`src/rv_pkg.sv`:
```
`default_nettype none

package rv_pkg;

    localparam int XLEN       = 32;
    localparam int REG_ADDR_W = 5;

    localparam logic [XLEN-1:0] RESET_ADDR = 32'h0000_0000;

    // Major opcodes
    localparam logic [6:0] OPC_OP     = 7'b0110011;
    localparam logic [6:0] OPC_OP_IMM = 7'b0010011;
    localparam logic [6:0] OPC_LUI    = 7'b0110111;
    localparam logic [6:0] OPC_BRANCH = 7'b1100011;
    localparam logic [6:0] OPC_JAL    = 7'b1101111;
    localparam logic [6:0] OPC_JALR   = 7'b1100111;
    localparam logic [6:0] OPC_STORE  = 7'b0100011;

    // ALU funct3 codes, shared by OP and OP-IMM
    localparam logic [2:0] F3_ADD  = 3'b000;
    localparam logic [2:0] F3_SLL  = 3'b001;
    localparam logic [2:0] F3_SLT  = 3'b010;
    localparam logic [2:0] F3_SLTU = 3'b011;
    localparam logic [2:0] F3_XOR  = 3'b100;
    localparam logic [2:0] F3_SRL  = 3'b101;
    localparam logic [2:0] F3_OR   = 3'b110;
    localparam logic [2:0] F3_AND  = 3'b111;
    localparam logic [2:0] F3_SW   = 3'b010;

    localparam logic [6:0] F7_ALT = 7'b0100000;   // sub and sra

    localparam logic [31:0] NOP_INSTR = 32'h0000_0013;  // addi x0,x0,0

    typedef enum logic [3:0] {
        ALU_ADD,
        ALU_SUB,
        ALU_AND,
        ALU_OR,
        ALU_XOR,
        ALU_SLL,
        ALU_SRL,
        ALU_SRA,
        ALU_SLT,
        ALU_SLTU,
        ALU_PASS_B
    } alu_op_e;

    // Encoded as the branch funct3
    typedef enum logic [2:0] {
        BR_EQ  = 3'b000,
        BR_NE  = 3'b001,
        BR_LT  = 3'b100,
        BR_GE  = 3'b101,
        BR_LTU = 3'b110,
        BR_GEU = 3'b111
    } br_cond_e;

    typedef struct packed {
        logic [6:0] funct7;
        logic [4:0] rs2;
        logic [4:0] rs1;
        logic [2:0] funct3;
        logic [4:0] rd;
        logic [6:0] opcode;
    } r_type_t;

    typedef struct packed {
        logic [6:0] imm_hi;
        logic [4:0] rs2;
        logic [4:0] rs1;
        logic [2:0] funct3;
        logic [4:0] imm_lo;
        logic [6:0] opcode;
    } s_type_t;

    typedef union packed {
        r_type_t r;
        s_type_t s;
    } instr_u;

endpackage

`default_nettype wire

```
`src/rv_core.sv`:
```
`default_nettype none
`timescale 1ns/10ps

module rv_core import rv_pkg::*;
(
    input  wire logic            i_clk,
    input  wire logic            i_arst_n,
    output logic                 o_instr_req,
    output logic [XLEN-1:0]      o_instr_addr,
    input  wire logic            i_instr_ack,
    input  wire logic [XLEN-1:0] i_instr_data,
    output logic                 o_data_req,
    output logic [XLEN-1:0]      o_data_addr,
    output logic [XLEN-1:0]      o_data_wdata
);

    logic                  f_valid;
    instr_u                f_instr;
    logic [XLEN-1:0]       f_pc;

    logic [REG_ADDR_W-1:0] r_rs1;
    logic [REG_ADDR_W-1:0] r_rs2;
    logic [XLEN-1:0]       r_rdata1;
    logic [XLEN-1:0]       r_rdata2;

    logic                  d_valid;
    logic [XLEN-1:0]       d_pc;
    logic [XLEN-1:0]       d_op1;
    logic [XLEN-1:0]       d_op2;
    logic [XLEN-1:0]       d_imm;
    logic [REG_ADDR_W-1:0] d_rs1;
    logic [REG_ADDR_W-1:0] d_rs2;
    logic [REG_ADDR_W-1:0] d_rd;
    logic                  d_reg_write;
    alu_op_e               d_alu_op;
    logic                  d_use_imm;
    br_cond_e              d_br_cond;
    logic                  d_is_branch;
    logic                  d_is_jal;
    logic                  d_is_jalr;
    logic                  d_is_store;

    logic                  x_redirect;
    logic [XLEN-1:0]       x_target;
    logic                  x_we;
    logic [REG_ADDR_W-1:0] x_rd;
    logic [XLEN-1:0]       x_wdata;

    rv_fetch rv_fetch_i
    (
        .i_clk        (i_clk),
        .i_arst_n     (i_arst_n),
        .i_redirect   (x_redirect),
        .i_target     (x_target),
        .o_instr_req  (o_instr_req),
        .o_instr_addr (o_instr_addr),
        .i_instr_ack  (i_instr_ack),
        .i_instr_data (i_instr_data),
        .o_valid      (f_valid),
        .o_instr      (f_instr),
        .o_pc         (f_pc)
    );

    rv_decode rv_decode_i
    (
        .i_clk        (i_clk),
        .i_arst_n     (i_arst_n),
        .i_flush      (x_redirect),
        .i_valid      (f_valid),
        .i_instr      (f_instr),
        .i_pc         (f_pc),
        .o_rs1        (r_rs1),
        .o_rs2        (r_rs2),
        .i_rdata1     (r_rdata1),
        .i_rdata2     (r_rdata2),
        .o_valid      (d_valid),
        .o_pc         (d_pc),
        .o_op1        (d_op1),
        .o_op2        (d_op2),
        .o_imm        (d_imm),
        .o_rs1_q      (d_rs1),
        .o_rs2_q      (d_rs2),
        .o_rd         (d_rd),
        .o_reg_write  (d_reg_write),
        .o_alu_op     (d_alu_op),
        .o_use_imm    (d_use_imm),
        .o_br_cond    (d_br_cond),
        .o_is_branch  (d_is_branch),
        .o_is_jal     (d_is_jal),
        .o_is_jalr    (d_is_jalr),
        .o_is_store   (d_is_store)
    );

    rv_regs rv_regs_i
    (
        .i_clk        (i_clk),
        .i_arst_n     (i_arst_n),
        .i_rs1        (r_rs1),
        .i_rs2        (r_rs2),
        .o_rdata1     (r_rdata1),
        .o_rdata2     (r_rdata2),
        .i_we         (x_we),
        .i_rd         (x_rd),
        .i_wdata      (x_wdata)
    );

    rv_execute rv_execute_i
    (
        .i_clk        (i_clk),
        .i_arst_n     (i_arst_n),
        .i_valid      (d_valid),
        .i_pc         (d_pc),
        .i_op1        (d_op1),
        .i_op2        (d_op2),
        .i_imm        (d_imm),
        .i_rs1_q      (d_rs1),
        .i_rs2_q      (d_rs2),
        .i_rd         (d_rd),
        .i_reg_write  (d_reg_write),
        .i_alu_op     (d_alu_op),
        .i_use_imm    (d_use_imm),
        .i_br_cond    (d_br_cond),
        .i_is_branch  (d_is_branch),
        .i_is_jal     (d_is_jal),
        .i_is_jalr    (d_is_jalr),
        .i_is_store   (d_is_store),
        .o_redirect   (x_redirect),
        .o_target     (x_target),
        .o_we         (x_we),
        .o_rd         (x_rd),
        .o_wdata      (x_wdata),
        .o_data_req   (o_data_req),
        .o_data_addr  (o_data_addr),
        .o_data_wdata (o_data_wdata)
    );

endmodule

`default_nettype wire

```
`src/rv_decode.sv`:
```
`default_nettype none
`timescale 1ns/10ps

module rv_decode import rv_pkg::*;
(
    input  wire logic                  i_clk,
    input  wire logic                  i_arst_n,
    input  wire logic                  i_flush,
    input  wire logic                  i_valid,
    input  wire instr_u                i_instr,
    input  wire logic [XLEN-1:0]       i_pc,
    output logic [REG_ADDR_W-1:0]      o_rs1,
    output logic [REG_ADDR_W-1:0]      o_rs2,
    input  wire logic [XLEN-1:0]       i_rdata1,
    input  wire logic [XLEN-1:0]       i_rdata2,
    output logic                       o_valid,
    output logic [XLEN-1:0]            o_pc,
    output logic [XLEN-1:0]            o_op1,
    output logic [XLEN-1:0]            o_op2,
    output logic [XLEN-1:0]            o_imm,
    output logic [REG_ADDR_W-1:0]      o_rs1_q,
    output logic [REG_ADDR_W-1:0]      o_rs2_q,
    output logic [REG_ADDR_W-1:0]      o_rd,
    output logic                       o_reg_write,
    output alu_op_e                    o_alu_op,
    output logic                       o_use_imm,
    output br_cond_e                   o_br_cond,
    output logic                       o_is_branch,
    output logic                       o_is_jal,
    output logic                       o_is_jalr,
    output logic                       o_is_store
);

    logic [31:0]     w;
    logic [XLEN-1:0] imm_i;
    logic [XLEN-1:0] imm_s;
    logic [XLEN-1:0] imm_b;
    logic [XLEN-1:0] imm_u;
    logic [XLEN-1:0] imm_j;
    logic [XLEN-1:0] imm;
    logic            reg_write;
    logic            use_imm;
    logic            is_branch;
    logic            is_jal;
    logic            is_jalr;
    logic            is_store;
    alu_op_e         alu_op;
    alu_op_e         alu_f3;

    assign w = i_instr;

    assign imm_i = {{20{w[31]}}, w[31:20]};
    assign imm_s = {{20{i_instr.s.imm_hi[6]}}, i_instr.s.imm_hi, i_instr.s.imm_lo};
    assign imm_b = {{19{w[31]}}, w[31], w[7], w[30:25], w[11:8], 1'b0};
    assign imm_u = {w[31:12], 12'b0};
    assign imm_j = {{11{w[31]}}, w[31], w[19:12], w[20], w[30:21], 1'b0};

    assign o_rs1 = i_instr.r.rs1;
    assign o_rs2 = i_instr.r.rs2;

    // Common to OP and OP-IMM
    always_comb
    begin
        case (i_instr.r.funct3)
            F3_ADD:  alu_f3 = ALU_ADD;
            F3_SLL:  alu_f3 = ALU_SLL;
            F3_SLT:  alu_f3 = ALU_SLT;
            F3_SLTU: alu_f3 = ALU_SLTU;
            F3_XOR:  alu_f3 = ALU_XOR;
            F3_SRL:  alu_f3 = (i_instr.r.funct7 == F7_ALT) ? ALU_SRA : ALU_SRL;
            F3_OR:   alu_f3 = ALU_OR;
            default: alu_f3 = ALU_AND;
        endcase
    end

    always_comb
    begin
        imm       = imm_i;
        alu_op    = ALU_ADD;
        reg_write = 1'b0;
        use_imm   = 1'b0;
        is_branch = 1'b0;
        is_jal    = 1'b0;
        is_jalr   = 1'b0;
        is_store  = 1'b0;
        case (i_instr.r.opcode)
            OPC_OP:
            begin
                reg_write = 1'b1;
                if (i_instr.r.funct3 == F3_ADD && i_instr.r.funct7 == F7_ALT)
                    alu_op = ALU_SUB;
                else
                    alu_op = alu_f3;
            end
            OPC_OP_IMM:
            begin
                reg_write = 1'b1;
                use_imm   = 1'b1;
                alu_op    = alu_f3;
            end
            OPC_LUI:
            begin
                reg_write = 1'b1;
                use_imm   = 1'b1;
                imm       = imm_u;
                alu_op    = ALU_PASS_B;
            end
            OPC_BRANCH:
            begin
                is_branch = 1'b1;
                imm       = imm_b;
            end
            OPC_JAL:
            begin
                reg_write = 1'b1;
                is_jal    = 1'b1;
                imm       = imm_j;
            end
            OPC_JALR:
            begin
                reg_write = 1'b1;
                is_jalr   = 1'b1;
            end
            OPC_STORE:
            begin
                is_store = (i_instr.s.funct3 == F3_SW);  // Word stores only
                imm      = imm_s;
            end
            default: ;                                  // Executes as a no-op
        endcase
    end

    always_ff @(posedge i_clk or negedge i_arst_n)
    begin
        if (!i_arst_n)
            o_valid <= 1'b0;
        else
            o_valid <= i_valid & ~i_flush;
    end

    always_ff @(posedge i_clk)
    begin
        o_pc        <= i_pc;
        o_op1       <= i_rdata1;
        o_op2       <= i_rdata2;
        o_imm       <= imm;
        o_rs1_q     <= i_instr.r.rs1;
        o_rs2_q     <= i_instr.r.rs2;
        o_rd        <= i_instr.r.rd;
        o_reg_write <= reg_write;
        o_alu_op    <= alu_op;
        o_use_imm   <= use_imm;
        o_br_cond   <= br_cond_e'(i_instr.r.funct3);
        o_is_branch <= is_branch;
        o_is_jal    <= is_jal;
        o_is_jalr   <= is_jalr;
        o_is_store  <= is_store;
    end

endmodule

`default_nettype wire

```
`src/rv_execute.sv`:
```
`default_nettype none
`timescale 1ns/10ps

module rv_execute import rv_pkg::*;
(
    input  wire logic                  i_clk,
    input  wire logic                  i_arst_n,
    input  wire logic                  i_valid,
    input  wire logic [XLEN-1:0]       i_pc,
    input  wire logic [XLEN-1:0]       i_op1,
    input  wire logic [XLEN-1:0]       i_op2,
    input  wire logic [XLEN-1:0]       i_imm,
    input  wire logic [REG_ADDR_W-1:0] i_rs1_q,
    input  wire logic [REG_ADDR_W-1:0] i_rs2_q,
    input  wire logic [REG_ADDR_W-1:0] i_rd,
    input  wire logic                  i_reg_write,
    input  wire alu_op_e               i_alu_op,
    input  wire logic                  i_use_imm,
    input  wire br_cond_e              i_br_cond,
    input  wire logic                  i_is_branch,
    input  wire logic                  i_is_jal,
    input  wire logic                  i_is_jalr,
    input  wire logic                  i_is_store,
    output logic                       o_redirect,
    output logic [XLEN-1:0]            o_target,
    output logic                       o_we,
    output logic [REG_ADDR_W-1:0]      o_rd,
    output logic [XLEN-1:0]            o_wdata,
    output logic                       o_data_req,
    output logic [XLEN-1:0]            o_data_addr,
    output logic [XLEN-1:0]            o_data_wdata
);

    logic                  prev_we;
    logic [REG_ADDR_W-1:0] prev_rd;
    logic [XLEN-1:0]       prev_data;
    logic [XLEN-1:0]       op1;
    logic [XLEN-1:0]       op2;
    logic [XLEN-1:0]       alu_b;
    logic [XLEN-1:0]       alu_res;
    logic [XLEN-1:0]       base_sum;
    logic                  take;

    // Forward last result
    assign op1 = (prev_we && prev_rd != '0 && prev_rd == i_rs1_q) ? prev_data : i_op1;
    assign op2 = (prev_we && prev_rd != '0 && prev_rd == i_rs2_q) ? prev_data : i_op2;

    assign alu_b    = i_use_imm ? i_imm : op2;
    assign base_sum = op1 + i_imm;                  // jalr target and store address

    always_comb
    begin
        case (i_alu_op)
            ALU_ADD:  alu_res = op1 + alu_b;
            ALU_SUB:  alu_res = op1 - alu_b;
            ALU_AND:  alu_res = op1 & alu_b;
            ALU_OR:   alu_res = op1 | alu_b;
            ALU_XOR:  alu_res = op1 ^ alu_b;
            ALU_SLL:  alu_res = op1 << alu_b[4:0];
            ALU_SRL:  alu_res = op1 >> alu_b[4:0];
            ALU_SRA:  alu_res = $signed(op1) >>> alu_b[4:0];
            ALU_SLT:  alu_res = {{(XLEN-1){1'b0}}, $signed(op1) < $signed(alu_b)};
            ALU_SLTU: alu_res = {{(XLEN-1){1'b0}}, op1 < alu_b};
            default:  alu_res = alu_b;              // lui
        endcase
    end

    always_comb
    begin
        case (i_br_cond)
            BR_EQ:   take = (op1 == op2);
            BR_NE:   take = (op1 != op2);
            BR_LT:   take = ($signed(op1) < $signed(op2));
            BR_GE:   take = ($signed(op1) >= $signed(op2));
            BR_LTU:  take = (op1 < op2);
            BR_GEU:  take = (op1 >= op2);
            default: take = 1'b0;
        endcase
    end

    assign o_redirect = i_valid & (i_is_jal | i_is_jalr | (i_is_branch & take));
    assign o_target   = i_is_jalr ? {base_sum[XLEN-1:1], 1'b0} : i_pc + i_imm;

    assign o_we    = i_valid & i_reg_write;
    assign o_rd    = i_rd;
    assign o_wdata = (i_is_jal | i_is_jalr) ? i_pc + 32'd4 : alu_res;

    assign o_data_req   = i_valid & i_is_store;
    assign o_data_addr  = base_sum;
    assign o_data_wdata = op2;

    always_ff @(posedge i_clk or negedge i_arst_n)
    begin
        if (!i_arst_n)
            prev_we <= 1'b0;
        else
            prev_we <= o_we;
    end

    always_ff @(posedge i_clk)
    begin
        prev_rd   <= o_rd;
        prev_data <= o_wdata;
    end

    store_align_a: assert property (@(posedge i_clk) disable iff (!i_arst_n)
        o_data_req |-> o_data_addr[1:0] == 2'b00);

endmodule

`default_nettype wire

```
`src/rv_fetch.sv`:
```
`default_nettype none
`timescale 1ns/10ps

module rv_fetch import rv_pkg::*;
(
    input  wire logic            i_clk,
    input  wire logic            i_arst_n,
    input  wire logic            i_redirect,
    input  wire logic [XLEN-1:0] i_target,
    output logic                 o_instr_req,
    output logic [XLEN-1:0]      o_instr_addr,
    input  wire logic            i_instr_ack,
    input  wire logic [XLEN-1:0] i_instr_data,
    output logic                 o_valid,
    output instr_u               o_instr,
    output logic [XLEN-1:0]      o_pc
);

    logic            req_q;
    logic [XLEN-1:0] addr_q;
    logic [XLEN-1:0] tgt_q;
    logic            discard_q;
    logic            valid_q;
    instr_u          instr_q;
    logic [XLEN-1:0] pc_q;
    logic            accept;
    logic            take;

    assign accept = req_q & i_instr_ack;
    assign take   = accept & ~discard_q & ~i_redirect;  // Word is on the right path

    always_ff @(posedge i_clk or negedge i_arst_n)
    begin
        if (!i_arst_n)
        begin
            req_q     <= 1'b0;
            addr_q    <= RESET_ADDR;
            discard_q <= 1'b0;
            valid_q   <= 1'b0;
        end
        else
        begin
            req_q   <= 1'b1;
            valid_q <= take;
            if (accept)
            begin
                discard_q <= 1'b0;
                if (i_redirect)
                    addr_q <= i_target;
                else if (discard_q)
                    addr_q <= tgt_q;        // Pending redirect
                else
                    addr_q <= addr_q + 32'd4;
            end
            else if (i_redirect)
            begin
                discard_q <= 1'b1;          // Address must hold until ack
            end
        end
    end

    always_ff @(posedge i_clk)
    begin
        if (i_redirect)
            tgt_q <= i_target;
        instr_q <= take ? i_instr_data : NOP_INSTR;
        pc_q    <= addr_q;
    end

    assign o_instr_req  = req_q;
    assign o_instr_addr = addr_q;
    assign o_valid      = valid_q;
    assign o_instr      = instr_q;
    assign o_pc         = pc_q;

    addr_stable_a: assert property (@(posedge i_clk) disable iff (!i_arst_n)
        o_instr_req && !i_instr_ack |=> $stable(o_instr_addr));

endmodule

`default_nettype wire

```
`src/rv_regs.sv`:
```
`default_nettype none
`timescale 1ns/10ps

module rv_regs import rv_pkg::*;
(
    input  wire logic                  i_clk,
    input  wire logic                  i_arst_n,
    input  wire logic [REG_ADDR_W-1:0] i_rs1,
    input  wire logic [REG_ADDR_W-1:0] i_rs2,
    output logic [XLEN-1:0]            o_rdata1,
    output logic [XLEN-1:0]            o_rdata2,
    input  wire logic                  i_we,
    input  wire logic [REG_ADDR_W-1:0] i_rd,
    input  wire logic [XLEN-1:0]       i_wdata
);

    logic [XLEN-1:0] regs [1:31];

    function automatic logic [XLEN-1:0] read_port(input logic [REG_ADDR_W-1:0] addr);
        if (addr == '0)
            return '0;
        else if (i_we && i_rd == addr)
            return i_wdata;                 // Same-cycle write pass-through
        else
            return regs[addr];
    endfunction

    always_comb
    begin
        o_rdata1 = read_port(i_rs1);
        o_rdata2 = read_port(i_rs2);
    end

    always_ff @(posedge i_clk or negedge i_arst_n)
    begin
        if (!i_arst_n)
        begin
            for (int i = 1; i < 32; i++)
                regs[i] <= '0;
        end
        else if (i_we && i_rd != '0)
        begin
            regs[i_rd] <= i_wdata;
        end
    end

endmodule

`default_nettype wire

```
`config.mk`:
```
export PLATFORM = sky130hd
export DESIGN_NAME = rv_core
export DESIGN_NICKNAME = d
export VERILOG_FILES = /design/src/rv_pkg.sv /design/src/rv_core.sv /design/src/rv_decode.sv /design/src/rv_execute.sv /design/src/rv_fetch.sv /design/src/rv_regs.sv
export SDC_FILE = /design/constraint.sdc
export NUM_CORES = 2
export LEC_CHECK = 0
export ABC_AREA = 1
export BUFFER_PORTS_ARGS = -buffer_cell sky130_fd_sc_hd__buf_2
export CORE_MARGIN = 3
export CORE_UTILIZATION = 44
export DETAILED_ROUTE_END_ITERATION = 8
export MAX_ROUTING_LAYER = met4
export PLACE_DENSITY = 0.67
export SLEW_MARGIN = 40
export SYNTH_ARGS = -nofsm -noshare
export SYNTH_HDL_FRONTEND = slang
export SYNTH_SLANG_ARGS = --single-unit
```
`constraint.sdc`:
```
create_clock -name i_clk -period 8.9 [get_ports i_clk]
set_clock_uncertainty 0.1 [all_clocks]
set_input_delay 2.67 -clock i_clk [delete_from_list [all_inputs] [get_ports i_clk]]
set_output_delay 2.67 -clock i_clk [all_outputs]
set_load 0.02 [all_outputs]
```
==> flow_summary.json <==
{
  "setup_viol": 0,
  "dieArea_um2": 190000,
  "cp_slowest_cell": "nand3_2",
  "ys_seq_area_frac": 0.392,
  "period_needed_ps": 8330,
  "cellLeakagePower_uw": 0.0424,
  "drive_gt1_frac": 0.0687,
  "portBuffers": 132,
  "outcome": "finished with violations",
  "grt_overflow": 0,
  "drc": 5,
  "tightest_slew_ps": 1020,
  "grt_pass1_wl_mm": 584,
  "r2r_slack_ps": 1400,
  "cts.hold.buffers_added": 0,
  "slew-limit-headroom": 0.321,
  "die_w_um": 436,
  "grt_pass1_vias": 82790,
  "ys_async_sr_fraction": 0.781,
  "drt-total-wl_mm": 411,
  "cp_common_cell": "nand2_1",
  "worstSkewPairLatency_ps": 830,
  "ir_worst_vdd_uv": 194,
  "post-route-period-util": 0.936,
  "drt_first_pass_iters": 9,
  "fp-row-count": 157,
  "fmax_mhz": 120,
  "clock_path_buffers": 3,
  "drt_iter0_drc": 13266,
  "cts_root_buf": "clkbuf_16",
  "startpoint": "rv_execute_i.prev_rd[1]",
  "path_cells": "xnor2_1 -> nand2_1 -> nor2_1 -> nand3_2 -> o21ai_1 -> inv_1 -> ha_1 -> fa_1 -> a21oi_1 -> o21ai_0 -> nand2_1 -> nand2_1 -> nand3_1 -> nand3_1 -> nand2_1 -> nand2_1 -> a21boi_0 -> o21bai_1 -> xor2_1 -> buf_2",
  "synth_top_area_share": 0.317,
  "r2r-start": "rv_execute_i.prev_rd[3]",
  "ant_nets": 0,
  "grt_max_degree": 160,
  "synth_top_flop_cell": "dfrtp_1",
  "ios": 133,
  "cts_tree": "done",
  "post-route-util": 0.484,
  "antenna_found_initial": 15,
  "path_clk_slew_ps": 60,
  "netlist_instances": 11645,
  "cts_buffers": 149,
  "yosysWarningCount": 0,
  "clock_sinks": 1318,
  "rsz0062_at_grt": "no",
  "required_ps": 6130,
  "critical_path.endpoint": "o_data_addr[22]",
  "nets": 11570,
  "vias": 87812,
  "violations": "design-rule violations",
  "viasPerCell": 6.30,
  "drv_cap": 0,
  "critPathLaunchType": "flip-flop",
  "hold_path.class": "flip-flop to flip-flop",
  "cp_data_arrival_time_ps": 5560,
  "hold_viol_final": 0,
  "synth_area_per_cell_um2": 6.98,
  "start_util": 0.443,
  "cts_max_level": 4,
  "post-cts-setup-buffers": 0,
  "synth_common_cells": "nand2_1, inv_1, dfrtp_1, o21ai_0, a21oi_1",
  "synth_nets": 11877,
  "syn_area_um2": 81300,
  "worstPathMaxFanout": 21,
  "synth-seq-cells": 1318,
  "crit_type": "flip-flop to primary output",
  "grt_usage": 0.428,
  "area_growth_pct": 9.29,
  "gp_congestion": 1.10,
  "synth_most_common_cell": "nand2_1",
  "r2r-end": "rv_regs_i.regs[242]",
  "synth_edf_count": 32,
  "cp-end-kind": "primary output",
  "wl_per_cell_um": 29.5,
  "core_um2": 183000,
  "slew_violations": 0,
  "power_density_nw_per_um2": 194,
  "netlist.top_cell.by_area": "dfrtp_1",
  "post_cts_resized": 0,
  "setup_tns_ps": 0,
  "synth_area_leaders": "dfrtp_1, nand2_1, dfxtp_1",
  "die_height_um": 436,
  "hpwl_mm": 269,
  "yosysUniqueCellTypes": 71,
  "reg2reg_depth": 24,
  "cpPeakStageDelay_ps": 500
}
## power by group
part	internal [µW]	leakage, µW	switching, µW
logic	960	0.0232	3230
registers	6290	0.0167	362
clock network	3630	0.00247	2780
## logic make-up (layout without fill, tap and decap cells)
logic type / count (synthesis) / count (layout) / share of synthesized area
DFF: 1318 / 1318 / 0.392
buffers and inverters: 2030 / 1841 / 0.101
muxes: 4 / 4 / 0.000492
xor gates and xnor gates: 100 / 100 / 0.0108
adders and majority gates: 197 / 197 / 0.0307
AOI/OAI and AO/OA: 2888 / 2888 / 0.212
and+or+nand+nor: 5107 / 5107 / 0.254
other: 1 / 19 / 0.0000461
## layer usage
metal,share of wire,wire [µm],up-vias,track usage
li1,-,-,37947,-
met1,0.37,151000,41515,0.519
met2,0.42,174000,6642,0.619
met3,0.12,51100,1708,0.111
met4,0.085,35000,0,0.302
met5,0,0,-,-
## state kept, by name (all words and copies together) (netlist names), 32 cells and up
signal and count:
rv_regs_i.regs 992, rv_decode_i.o_imm 32, rv_decode_i.o_op1 32, rv_decode_i.o_op2 32, rv_decode_i.o_pc 32, rv_execute_i.prev_data 32, rv_fetch_i.o_instr 32, rv_fetch_i.o_instr_addr 32
rv_fetch_i.o_pc 32, rv_fetch_i.tgt_q 32
## cells in the final DEF, fill, tap and decap left out, types with 18 or more instances in the layout
cell | synthesis | final
nand2_1 | 3676 | 3675
inv_1 | 1195 | 1176
dfrtp_1 | 1029 | 1029
o21ai_0 | 1025 | 1014
a21oi_1 | 857 | 856
nand3_1 | 670 | 668
nor2_1 | 539 | 509
o221ai_1 | 364 | 364
dfxtp_1 | 257 | 245
buf_4 | 85 | 198
ha_1 | 193 | 193
clkbuf_16 | 0 | 152
o211ai_1 | 147 | 147
o21ai_1 | 135 | 146
buf_2 | 57 | 132
xor2_1 | 79 | 78
a31oi_1 | 64 | 64
nand4_1 | 56 | 56
nor3_1 | 58 | 52
a221oi_1 | 50 | 50
o22ai_1 | 36 | 36
nor2_4 | 5 | 33
o2111ai_1 | 33 | 33
clkbuf_1 | 582 | 32
edfxtp_1 | 32 | 32
or2_2 | 26 | 26
clkinv_2 | 0 | 26
clkbuf_8 | 0 | 26
o21bai_1 | 25 | 25
a211oi_1 | 24 | 24
nand2_2 | 24 | 21
xnor2_1 | 21 | 21
a22oi_1 | 19 | 19
diode_2 | 0 | 18
## worst min-delay path by stage
stage | startpoint | end | cells past startpoint
6_report | rv_fetch_i.o_pc[28] | rv_decode_i.o_pc[28] | 0
4_1_cts | rv_fetch_i.o_pc[28] | rv_decode_i.o_pc[28] | 0
5_1_grt | rv_fetch_i.o_pc[24] | rv_decode_i.o_pc[24] | 0
2_1_floorplan | rv_fetch_i.o_pc[0] | rv_decode_i.o_pc[0] | 0
3_3_place_gp | rv_fetch_i.o_pc[7] | rv_decode_i.o_pc[7] | 0
3_5_place_dp | rv_fetch_i.o_pc[28] | rv_decode_i.o_pc[28] | 0
## area by class of cell
| class | instances | area (µm²) |
|---|---|---|
| sequential | 1318 | 31900 |
| fill | 18457 | 94600 |
| clock inverter | 59 | 757 |
| tap | 2464 | 3080 |
| antenna | 18 | 45.0 |
| timing repair buffer | 350 | 2530 |
| multi-input combinational | 8297 | 41600 |
| inverter | 1222 | 4660 |
| clock buffer | 210 | 4280 |
## critical path, delay by kind of cell (launching register included)
kind	cells	cell delay (ps)
buffers and inverters	2	360
DFF	1	340
adders and majority gates	2	690
and+or+nand+nor	9	1360
xor gates and xnor gates	2	510
AOI/OAI and AO/OA	5	1470
## metrics by stage
stage | power (µW) | worst slack (ps) | hold slack, ps | area, µm² | cells
2_1_floorplan | 9060 | 2600 | 210 | 81300 | 11645
3_3_place_gp | 10700 | 1420 | 213 | 83600 | 13646
3_5_place_dp | 10700 | 1420 | 213 | 83700 | 13648
4_1_cts | 17100 | 584 | 226 | 88700 | 13917
5_1_grt | 17700 | 178 | 233 | 88900 | 13933
6_report | 17300 | 568 | 225 | 88900 | 13938
Power figures use the tool's default switching activity.
